==> config.mk <==
export PLATFORM = sky130hd
export DESIGN_NAME = bank_fetch_steer
export DESIGN_NICKNAME = d
export VERILOG_FILES = /design/src/verilog/bp_pkg.sv /design/src/verilog/bank_fetch_steer.sv
export SDC_FILE = /design/constraint.sdc
export NUM_CORES = 1
export LEC_CHECK = 0
export BUFFER_PORTS_ARGS = -buffer_cell sky130_fd_sc_hd__buf_4
export CAP_MARGIN = 20
export CORE_MARGIN = 10
export CORE_UTILIZATION = 42
export DETAILED_ROUTE_END_ITERATION = 10
export PLACE_DENSITY_LB_ADDON = 0.08
export SLEW_MARGIN = 20
export SYNTH_ARGS = -nofsm -noshare
export SYNTH_HDL_FRONTEND = slang
export SYNTH_SLANG_ARGS = --single-unit
==> constraint.sdc <==
create_clock -name vclk -period 2.49
set_input_delay 0.1245 -clock vclk [all_inputs]
set_output_delay 0.1245 -clock vclk [all_outputs]
set_load 0.02 [all_outputs]
==> src/verilog/bp_pkg.sv <==
package bp_pkg;

    //////////////////////////////
    // widths and table sizes
    //////////////////////////////

    // word address width, byte offset already stripped
    localparam int pc_w = 30;

    // one bank per word address parity
    localparam int num_banks = 2;

    // index is pc[8:1], bit 0 picks the bank
    localparam int bank_idx_w = 8;
    localparam int bank_entries = 1 << bank_idx_w;

    // whatever is left above the index
    localparam int tag_w = pc_w - bank_idx_w - 1;

    //////////////////////////////
    // encodings
    //////////////////////////////

    // branch kind as reported by the branch unit
    typedef enum logic [1:0] {
        br_none = 2'b00,
        br_cond = 2'b01,
        br_jump = 2'b10,
        br_ret  = 2'b11
    } br_type_e;

    // two bit saturating counter, msb set means taken
    typedef enum logic [1:0] {
        pht_strong_nt = 2'b00,
        pht_weak_nt   = 2'b01,
        pht_weak_t    = 2'b10,
        pht_strong_t  = 2'b11
    } pht_state_e;

endpackage
==> src/verilog/bank_fetch_steer.sv <==
`timescale 1ns/1ps

module bank_fetch_steer (
    // fetch pc, slot 0 of the pair
    input  logic [bp_pkg::pc_w-1:0] pc,
    // lookup address per bank, even bank first
    output logic [bp_pkg::pc_w-1:0] bank_pc [bp_pkg::num_banks],
    // bank that holds slot pc
    output logic                    first_bank
);
    import bp_pkg::*;

    // companion address for slot 1
    logic [pc_w-1:0] pc_plus_1;

    assign pc_plus_1 = pc + pc_w'(1);

    //////////////////////////////
    // bank routing
    //////////////////////////////

    // pc and pc+1 always differ in bit 0
    // so each bank gets exactly one of them
    always_comb begin
        for (int b = 0; b < num_banks; b++) begin
            // bank parity matches pc -> it sees slot 0
            if (pc[0] == b[0]) begin
                bank_pc[b] = pc;
            end else begin
                bank_pc[b] = pc_plus_1;
            end
        end
    end

    // slot 0 lives in the bank named by its own parity
    assign first_bank = pc[0];

    // note: pc+1 on an odd pc crosses into the next fetch pair,
    // the select block drops that slot, the lookup is still made

endmodule

* Word level (Yosys, flattened, before mapping) *
Index checks and enable logic that the tools add are counted.

operators by class
  reduce and logical (&&, ||, !) cells = 0
  shift operators = 0
  $lt $le $gt $ge = 0
  multiply operators = 0
  mux-type cells = 2
  $add $sub $neg = 1
  equal/unequal tests = 0
  div/mod/pow operators = 0
  bitwise logic cells = 0

operators with widths
  kind                                           number
  two-way mux 30 bit                             2
  adder 30 x 1 -> 30 bit, second input constant  1

word-level totals
  flip-flop bits (word level) = 0
  latch bits = 0
  ROM bits = 0
  output and inout port bits = 61
  logic and storage cells = 3
  bits of input ports = 30
  memories kept = 0
  bits in writable memories = 0

* Logic depth before layout (Yosys ltp) *
  depth in word-level cells = 2
  gate-level depth with buffers = 6
  depth with buffers taken out = 5

* Least setup slack after synthesis *
Ideal clock, no wire load.

  path type = input-to-output
  start point = input pc[8] (netlist name)
  end point = output bank_pc[59] (netlist name)
  path buffers = 2
  arrival time = 1412 ps
  required time = 2365 ps
  path slack = 953 ps
  stages on the path = 6
  path through = buf_4 nand4_2 nor4_4 buf_6 nand4_1 xnor2_1

RTL lines
  item         RTL line               RTL
  from (decl)  bank_fetch_steer.sv:5  input logic [bp_pkg::pc_w-1:0] pc,
  to (decl)    bank_fetch_steer.sv:7  output logic [bp_pkg::pc_w-1:0] bank_pc [bp_pkg::num_banks],

==> impl_summary.txt <==
----------------------------------------------------
[GRT]
  Largest net degree at the start of global routing ... 21
  Overall overflow remaining after global route ... 0
  Via count of the first global-routing pass ... 1121
  Global-route wire length before repair ... 5.11 mm
  Overall fraction of global-route tracks in use ... 13.2%
  Antenna violations before repair ... 0

[Route]
  Detailed-route wire length per cell ... 14.0 um
  Count of routing violations after the opening detailed-route iteration ... 28
  Number of routed nets with antenna violations ... 0
  Final WL ... 3.41 mm
  Via-to-Cell Ratio ... 4.80
  DRC violation count after routing ... 0
  First drt pass iteration count ... 4
  Number of vias after detailed routing ... 1170

[Layout]
  Commonest cells after routing, fill and taps aside ... 90 x sky130_fd_sc_hd__buf_4, 32 x sky130_fd_sc_hd__xnor2_1, 17 x sky130_fd_sc_hd__nand3_1
  Number of antenna diodes ... 0
  Count of sequential standard cells ... 0
  Area growth from synthesis to layout ... 60.2%
  Post-layout nets ... 250
  Fraction of layout instances using a drive strength above 1 ... 46.3%
  Register Area ... 0 um2
  Most common cell after layout, fill and taps aside ... sky130_fd_sc_hd__buf_4
  Number of clock buffers in the layout ... 0

[Clock network]
  Post-CTS setup buffer count ... 0
  Number of instances resized during post-cts repair ... 0
  Post-CTS Hold Buffers ... 0

[Timing]
  Highest achievable clock rate ... 0.592 GHz
  Post-route minimum period ... 1.69 ns
  Total negative setup slack ... 0 ns
  Hold Vio Cnt, Final ... 0
  Unrepaired setup endpoints after global routing ... no
  Final worst path period share ... 67.8%
  Total setup violations reported at the end of the flow ... 0
  Fin Hold WS ... 0.466 ns
  Max-slew violation count ... 0

[Pwr]
  Part of the total power dissipated in sequential elements ... 0%
  Design internal power ... 127 uW
  Switching share of total power ... 55.5%
  Gate power share ... 100.0%
  Power share of the clock group ... 0%
  Net switching power of the design ... 159 uW
  Power per cell area ... 183 nW/um2
  Standby leakage power ... 0.000700 uW
  Worst vdd rail ir drop ... 152 uV

[Placed design]
  # port buffers ... 89
  Placer Congestion ... 0.731
  DP HPWL ... 3.04 mm

[Floorplan]
  Number of I/O pins ... 91
  Height of the chip ... 68.2 um
  Die width ... 68.2 um
  Standard-cell row count ... 17
  Placeable core region ... 2210 um2
  Floorplan die area ... 4650 um2
  Starting utilization of the core area ... 44.1%

[Worst hold path]
  Hold_sp ... pc[29]
  Worst hold path cell count ... 2
  Hold Path Class ... primary input to primary output
  Endpoint of the worst hold path ... bank_pc[29]

[Logic synthesis]
  Cells after Synth ... 148
  Number of nets produced by synthesis ... 180
  Cell area after technology mapping ... 975 um2
  Number of distinct library cells after synthesis ... 26
  Avg Inst Size Synth ... 6.59 um2
  Synth warnings ... 0
  Sequential-to-total area share from yosys stat ... 0%

[Flow run]
  Max-capacitance violation count ... 0

[Setup path]
  Critical path type ... primary input to primary output
  Endpoint arrival time on the critical path ... 1.56 ns
  Startpoint Class ... primary input
  Required @ worst endpoint ... 2.37 ns
  Element type at the critical path end ... primary output
  Crit path max fanout ... 10

[Outcome]
  Run status ... completed

----------------------------------------------------
[logic make-up (layout without fill, tap and decap cells)]
logic type	count (synthesis)	after routing	share of synthesized area, %
AND/OR/NAND/NOR	76	76	44.7
XOR/XNOR	42	42	37.7
buffers and inverters	26	94	14.2
adder cells (fa/ha/maj)	2	2	2.57
other	2	2	0.771
[layout make-up]
class,instances,area (um2)
fillers,194,651
inverters,4,15.0
well taps,28,35.0
repair buffers,90,676
multi-input cells,122,836
[critical path, cell delays in order]
cell and delay, ns:
sky130_fd_sc_hd__buf_4 0.13, sky130_fd_sc_hd__ha_1 0.24, sky130_fd_sc_hd__nand2_1 0.19, sky130_fd_sc_hd__or3_4 0.40, sky130_fd_sc_hd__nor2_1 0.15, sky130_fd_sc_hd__xor2_1 0.17
sky130_fd_sc_hd__buf_4 0.16
[worst max-delay path by stage]
stage,startpoint,to
5_1_grt,pc[0],bank_pc[42]
6_report,pc[0],bank_pc[42]
3_5_place_dp,pc[0],bank_pc[42]
2_1_floorplan,pc[8],bank_pc[59]
4_1_cts,pc[0],bank_pc[42]
3_3_place_gp,pc[0],bank_pc[40]
[power by group through the flow]
stage               Clock, uW  Sequential, uW  Combinational (uW)
global route                0               0                 307
detailed placement          0               0                 289
global placement            0               0                 287
floorplan                   0               0                 146
finish                      0               0                 286
CTS                         0               0                 290
[layer usage]
layer  vias up  global-route usage [%]  wire length, um
li1        615                       -                -
met1       496                    13.2             1190
met2        59                    25.8             1740
met3         0                    5.55              486
met4         0                   0.251                0
met5         -                       0                0
[through the flow]
| stage | instance area, um2 | worst slack [ns] | cells | power [uW] | utilization (%) |
|---|---|---|---|---|---|
| 3_5_place_dp | 1560 | 0.797 | 244 | 289 | 70.6 |
| 5_1_grt | 1560 | 0.686 | 244 | 307 | 70.6 |
| 4_1_cts | 1560 | 0.794 | 244 | 290 | 70.6 |
| 3_3_place_gp | 1560 | 0.909 | 244 | 287 | 70.6 |
| 2_1_floorplan | 975 | 0.953 | 148 | 146 | - |
| 6_report | 1560 | 0.802 | 244 | 286 | 70.6 |
[synth_stat cells]
cell type	count	share of area [%]
sky130_fd_sc_hd__xnor2_1	32	29
sky130_fd_sc_hd__nand3_1	17	8.7
sky130_fd_sc_hd__clkbuf_1	14	5.4
sky130_fd_sc_hd__nand2_1	14	5.4
sky130_fd_sc_hd__nor2_1	13	5.0
sky130_fd_sc_hd__xor2_1	10	9.0
sky130_fd_sc_hd__nand4_1	9	5.8
sky130_fd_sc_hd__nor3_1	9	4.6
sky130_fd_sc_hd__buf_4	4	3.1
sky130_fd_sc_hd__inv_1	4	1.5
sky130_fd_sc_hd__and4_2	2	2.1
sky130_fd_sc_hd__buf_6	2	2.3
sky130_fd_sc_hd__conb_1	2	0.77
sky130_fd_sc_hd__ha_1	2	2.6
sky130_fd_sc_hd__or2_2	2	1.3
sky130_fd_sc_hd__or3_4	2	2.3
sky130_fd_sc_hd__and2_1	1	0.64
sky130_fd_sc_hd__and4_1	1	0.90
sky130_fd_sc_hd__buf_2	1	0.51
sky130_fd_sc_hd__clkbuf_8	1	1.4
sky130_fd_sc_hd__nand2b_1	1	0.64
sky130_fd_sc_hd__nand3_2	1	1.0
sky130_fd_sc_hd__nand4_2	1	1.3
sky130_fd_sc_hd__nand4_4	1	2.2
sky130_fd_sc_hd__nor2b_1	1	0.64
sky130_fd_sc_hd__nor4_4	1	2.2
(Power assumes the default switching activity.)
