$ cat src/verilog/bp_pkg.sv
package bp_pkg;

    //////////////////////////////
    // widths and table sizes
    //////////////////////////////

    // word address width, byte offset already stripped
    localparam int pc_w = 30;

    // one bank per word address parity
    localparam int num_banks = 2;

    // index is pc[8:1], bit 0 picks the bank
    localparam int bank_idx_w = 8;
    localparam int bank_entries = 1 << bank_idx_w;

    // whatever is left above the index
    localparam int tag_w = pc_w - bank_idx_w - 1;

    //////////////////////////////
    // encodings
    //////////////////////////////

    // branch kind as reported by the branch unit
    typedef enum logic [1:0] {
        br_none = 2'b00,
        br_cond = 2'b01,
        br_jump = 2'b10,
        br_ret  = 2'b11
    } br_type_e;

    // two bit saturating counter, msb set means taken
    typedef enum logic [1:0] {
        pht_strong_nt = 2'b00,
        pht_weak_nt   = 2'b01,
        pht_weak_t    = 2'b10,
        pht_strong_t  = 2'b11
    } pht_state_e;

endpackage
$ cat src/verilog/fetch_pred_select.sv
`timescale 1ns/1ps

module fetch_pred_select (
    // fetch pc, slot 0
    input  logic [bp_pkg::pc_w-1:0] pc,
    // bank holding slot 0
    input  logic                    first_bank,
    // per bank lookup results
    input  logic [bp_pkg::pc_w-1:0] bank_target [bp_pkg::num_banks],
    input  bp_pkg::br_type_e        bank_type   [bp_pkg::num_banks],
    input  logic [bp_pkg::num_banks-1:0] bank_taken,
    // per slot predictions
    output logic [bp_pkg::pc_w-1:0] pred0_br_target,
    output bp_pkg::br_type_e        pred0_br_type,
    output logic [bp_pkg::pc_w-1:0] pred1_br_target,
    output bp_pkg::br_type_e        pred1_br_type,
    // next fetch address
    output logic [bp_pkg::pc_w-1:0] predict_br_target
);
    import bp_pkg::*;

    logic [pc_w-1:0] pc_plus_2;
    logic [pc_w-1:0] fall_through;
    logic            second_bank;
    logic            slot0_taken;
    logic            slot1_taken;

    //////////////////////////////
    // slot ordering
    //////////////////////////////

    assign second_bank = ~first_bank;
    assign slot0_taken = bank_taken[first_bank];

    // slot 1 only counts inside an aligned pair
    assign slot1_taken = bank_taken[second_bank] & ~pc[0];

    // next aligned pair
    assign pc_plus_2    = pc + pc_w'(2);
    assign fall_through = {pc_plus_2[pc_w-1:1], 1'b0};

    //////////////////////////////
    // three way select
    //////////////////////////////

    always_comb begin
        // default is the sequential case
        pred0_br_target   = fall_through;
        pred0_br_type     = br_none;
        pred1_br_target   = '0;
        pred1_br_type     = br_none;
        predict_br_target = fall_through;
        if (slot0_taken) begin
            // first slot wins, second is shadowed
            pred0_br_target   = bank_target[first_bank];
            pred0_br_type     = bank_type[first_bank];
            predict_br_target = bank_target[first_bank];
        end else if (slot1_taken) begin
            // redirect from the second slot
            pred0_br_target   = '0;
            pred1_br_target   = bank_target[second_bank];
            pred1_br_type     = bank_type[second_bank];
            predict_br_target = bank_target[second_bank];
        end
    end

endmodule

$ cat config.mk
export PLATFORM = sky130hd
export DESIGN_NAME = fetch_pred_select
export DESIGN_NICKNAME = d
export VERILOG_FILES = /design/src/verilog/bp_pkg.sv /design/src/verilog/fetch_pred_select.sv
export SDC_FILE = /design/constraint.sdc
export NUM_CORES = 1
export LEC_CHECK = 0
export BUFFER_PORTS_ARGS = -buffer_cell sky130_fd_sc_hd__buf_2
export CORE_ASPECT_RATIO = 0.6
export CORE_MARGIN = 3
export CORE_UTILIZATION = 36
export DETAILED_ROUTE_END_ITERATION = 12
export GPL_TIMING_DRIVEN = 0
export PLACE_DENSITY = 0.8
export SLEW_MARGIN = 20
export SYNTH_ARGS = -nofsm -noshare
export SYNTH_HDL_FRONTEND = slang
export SYNTH_SLANG_ARGS = --single-unit
$ cat constraint.sdc
create_clock -name vclk -period 1.6
set_input_delay 0.08 -clock vclk [all_inputs]
set_output_delay 0.08 -clock vclk [all_outputs]
set_load 0.02 [all_outputs]
* After elaboration in Yosys (flattened, before gate mapping)
Cells that the tools add are included.
** Word-level totals
- Flip-flop bits (word level) :: 0
- Bits in latches :: 0
- Bits in writable memories :: 0
- Bits in read-only memories :: 0
- Input port bits :: 97
- Output and inout bits :: 94
- Word-level logic and storage cells :: 35
- Memories :: 0
** Cells by class
- Add/subtract/negate cells :: 1
- Multiply operators :: 0
- Divide/modulo/power cells :: 0
- Magnitude comparators :: 4
- Eq/ne operators :: 0
- Shift operators :: 0
- Muxes and demuxes :: 25
- Bitwise gates (word level) :: 5
- Reduce and logical (&&, ||, !) cells :: 0
** Operators by type and width (count)
- 30-bit two-way mux :: 12
- 30-bit by 2-bit adder with 30-bit output (second input constant) :: 1
- 2-bit two-way mux :: 9
- 2-bit >= comparator (second input constant) :: 2
- 1-bit by 2-bit less-than comparator with 1-bit output (second input constant) :: 2
- 1-bit two-way mux :: 4
- 1-bit NOT with 2-bit output :: 2
- 1-bit NOT :: 2
- 1-bit AND :: 1

* Longest topological paths before layout
- Word-level depth :: 7
- Gate-level depth with buffers :: 7

* Least setup slack after synthesis
OpenSTA, ideal clock, no wires.
- Path type :: input -> output
- From :: in bank_taken[1] (netlist name)
- To :: out predict_br_target[18] (netlist name)
- Arrival :: 1793 ps
- Data required time :: 1520 ps
- Slack :: -273 ps
- Stages :: 6
- Cells stage by stage :: clkbuf_1 or3b_2 a21o_1 clkbuf_1 nor2_1 o21bai_1
** Between the ends
- Word-level cells in the longest chain between the ends :: 5
** Ends and longest elaborated chain
- start, declared :: RTL line fetch_pred_select.sv:11 : input logic [bp_pkg::num_banks-1:0] bank_taken,
- 1-bit two-way mux (implied by the code) (2 in a row) :: RTL line fetch_pred_select.sv:36 : assign slot1_taken = bank_taken[second_bank] & ~pc[0];
- 1-bit AND :: RTL line fetch_pred_select.sv:36
- 30-bit two-way mux :: RTL line fetch_pred_select.sv:58 : end else if (slot1_taken) begin
- 30-bit two-way mux (*) :: RTL line fetch_pred_select.sv:53 : if (slot0_taken) begin
- end, declared :: RTL line fetch_pred_select.sv:18 : output logic [bp_pkg::pc_w-1:0] predict_br_target
Every way passes the cells marked *; elsewhere a longest branch is shown, timed or not. The select of a mux whose other input is x is not followed.

* Final worst setup path
- From :: in pc[16] (netlist name)
- To :: out pred0_br_target[29] (netlist name)
** Between the ends
- Word-level cells in the longest chain between the ends :: 3
** Ends and longest elaborated chain
- start, declared :: RTL line fetch_pred_select.sv:5 : input logic [bp_pkg::pc_w-1:0] pc,
- 30-bit by 2-bit adder with 30-bit output :: RTL line fetch_pred_select.sv:39 : assign pc_plus_2 = pc + pc_w'(2);
- 30-bit two-way mux :: RTL line fetch_pred_select.sv:58
- 30-bit two-way mux :: RTL line fetch_pred_select.sv:53
- end, declared :: RTL line fetch_pred_select.sv:13 : output logic [bp_pkg::pc_w-1:0] pred0_br_target,
No other way between the ends.

==> summary.md <==
| Metric | Value |
|---|---|
| Comb pwr share | `100.0%` |
| Min-delay src | `pc[0]` |
| Failing checks | `setup timing` |
| Max Clk Rate | `between 500 and 600 MHz` |
| Final Core Density | `85.4%` |
| DIE AREA | `between 6000 and 7000 sq um` |
| Total GRT Usage | `a little over a third` |
| Compound-Gate Fraction of Synth Area | `a little under a third` |
| Switching Share | `roughly 57%` |
| Sequential fraction of the synthesis area | `0%` |
| Slew margin rel. | `about two thirds` |
| Residual DRC | `0` |
| 1st-iter DRT viols | `530` |
| NumNets Final | `between 600 and 700` |
| Initial antenna violation count | `0` |
| Maximum VDD drop | `0.275 mV` |
| CP max-delay cell | `or4_4` |
| Die Y | `65.0 microns` |
| Clock buf count | `0` |
| Antenna viol nets, final | `0` |
| Register area | `0 sq um` |
| Ports | `roughly 190` |
| Cell Pwr Density | `approximately 370 nW/um^2` |
| Max-cap violations | `0` |
| Worst path max stage delay | `roughly 0.66 ns` |
| Post-synthesis mux area share | `approximately a quarter` |
| First-pass GRT wire length | `around 19000 microns` |
| Leak pwr | `approximately 0.0021 uW` |
| Initial Util | `a little under 40%` |
| Crit. End Element | `output port` |
| Post-DP HPWL | `8520 microns` |
| Hold Path Sink | `pred1_br_target[29]` |
| Antenna diodes | `0` |
| Hold path cells | `3` |
| Hold Worst Slack | `0.508 ns` |
| Total wire length | `between 10000 and 15000 microns` |
| Via count | `~4000` |
| Crit start category | `primary input` |
| Largest cells by area after synthesis | `mux2i_1 (25%), nor2_1 (7.5%), o211ai_1 (6.5%), a22oi_1 (5.4%), nand3b_1 (4.3%)` |
| Status | `finished with violations` |
| Number of iterations in the first detailed-routing pass | `5` |
| Synth Area in XOR/XNOR | `around 4.6%` |
| Post-Synth Simple-Gate Area | `about a third` |
| NetSw | `roughly 960 uW` |
| Site Rows | `20` |
| Grt total ovfl | `0` |
| Num sequential | `0` |
| Min-delay worst type | `in2out` |
| Min cycle time layout | `1.94 ns` |
| Area delta synth->final | `118%` |
| Reg power frac | `0%` |
| Largest family of logic cells by synthesized area | `simple AND/OR/NAND/NOR gates` |
| Slew @ Worst Pin | `0.482 ns` |
| CP dominant cell by count | `or4_4` |
| Fin area | `about 4600 sq um` |
| Post-route clock period utilization | `121%` |
| Crit-path cells | `buf_6, nand4_1, or4_4, or4_4, o211ai_1, buf_4` |
| Synthesized net count | `~400` |
| CP Max Fanout | `7` |
| Setup violators final | `30` |
| Worst Setup Slack, final | `-0.340 ns` |
| Vias in the first global route | `roughly 3800` |
| Post-synth top cells | `mux2i_1 (52), nor2_1 (42), clkbuf_1 (18), o211ai_1 (18), o21ai_0 (16)` |
| Yosys cell types | `45` |
| Global placer's final weighted congestion | `~0.95` |
| P_int | `about 720 uW` |
| Clk pwr share | `0%` |
| Total Power | `1680 uW` |
| Hold Fails Final Rpt | `0` |
| Cell with the most instances after synthesis | `mux2i_1` |
| Syn avg cell area | `between 6 and 7 sq um` |
| Post-DP Area | `roughly 3500 sq um` |
| Largest net degree at the start of global routing | `11` |
| Slew Viols, Final | `0` |
| Routed WL per cell | `22.9 microns` |
| WP data required | `1.52 ns` |
| Core area | `around 5300 sq um` |
| Synth area leader | `mux2i_1` |
| I/O Buffers | `around 190` |
| Chip width | `104 microns` |
| Data arrival, critical path | `about 1.9 ns` |
| Post-Synth Adder-Cell Area | `0.599%` |
| Share of cells above drive strength 1 | `a little over three fifths` |
| Yosys warns | `0` |
| Worst setup path class | `in2out` |
| Synth top area share | `about a quarter` |
| DR vias/cell | `approximately 6.7` |
| Post-Syn Instances | `~310` |
| RSZ-0062 raised after global routing | `true` |
| Synthesized area | `2090 sq um` |
| DP Worst Slack | `-0.560 ns` |
==> cell type report <==
cell class | instances | area, sq um
timing repair buffer | 225 | 1640
fill | 305 | 777
inverter | 2 | 7.51
buffer | 25 | 292
tap | 77 | 96.3
multi-input combinational | 277 | 2520
==> stage by stage <==
stage | instances | TNS [ns]
5_1_grt | 606 | -6.37
3_5_place_dp | 572 | -27.79
3_3_place_gp | 572 | -24.43
2_1_floorplan | 307 | -1.81
6_report | 606 | -5.38
4_1_cts | 598 | -3.40
==> cells in the final DEF, fill, tap and decap left out, types with 3 or more instances in the layout <==
cell type,n
nand2_1,9
nand4_1,6
o31a_1,3
or4_4,11
buf_12,3
clkbuf_4,4
nor2_1,10
o22ai_1,12
o21ai_1,15
clkbuf_8,3
or2_4,3
xnor2_1,4
o221ai_1,5
buf_2,127
clkbuf_16,8
nand3_1,9
xor2_1,5
a22oi_1,15
nor4_4,3
o21bai_1,3
nor2_4,30
nand3b_1,12
clkbuf_2,3
and4_1,4
buf_6,30
o21ai_0,3
o211ai_1,18
buf_4,63
o221ai_2,3
mux2i_4,4
buf_8,9
mux2i_1,47
==> how the worst max path moves through the flow <==
| stage | from | to | slack (ns) | cells past startpoint |
|---|---|---|---|---|
| 2_1_floorplan | pc[4] | pred0_br_target[22] | -0.08 | 5 |
| 3_3_place_gp | first_bank | predict_br_target[17] | -0.51 | 7 |
| 3_5_place_dp | first_bank | predict_br_target[17] | -0.56 | 7 |
| 4_1_cts | pc[13] | pred0_br_target[29] | -0.24 | 7 |
| 5_1_grt | pc[16] | pred0_br_target[29] | -0.35 | 6 |
| 6_report | pc[16] | pred0_br_target[29] | -0.34 | 6 |
==> per-layer routing <==
layer / vias up / global-route usage [%] / share of wire (%)
li1: 1684 / - / -
met1: 1870 / 42.1 / 37
met2: 394 / 63.5 / 46
met3: 90 / 6.27 / 12
met4: 0 / 10.6 / 5.0
met5: - / 0 / 0
==> repair_timing <==
| item | CTS | global route |
|---|---|---|
| buffers inserted | 25 | 12 |
| gates resized for setup | 182 | 35 |
| cloned | 4 | 0 |
| pin swaps | 16 | 19 |
| endpoints found under the setup margin | 90 | 49 |
| hold buffers | 0 | 0 |
==> power by group through the flow <==
stage	clock network [uW]	registers [uW]	logic [uW]
4_1_cts	0	0	1550
2_1_floorplan	0	0	813
5_1_grt	0	0	1750
3_3_place_gp	0	0	1270
6_report	0	0	1680
3_5_place_dp	0	0	1290
==> critical path, delay by kind of cell <==
kind / cells / cell delay [ns]
and+or+nand+nor: 3 / 1.39
buffers and inverters: 2 / 0.26
AOI/OAI and AO/OA: 1 / 0.13
==> logic make-up (layout without fill, tap and decap cells) <==
family / Yosys count / in the layout
AND/OR/NAND/NOR: 118 / 118
AO/OA/AOI/OAI: 95 / 95
multiplexers: 52 / 52
buffers and inverters: 30 / 252
XOR/XNOR: 11 / 11
adder cells (fa/ha/maj): 1 / 1
Power figures use the tool's default switching activity.
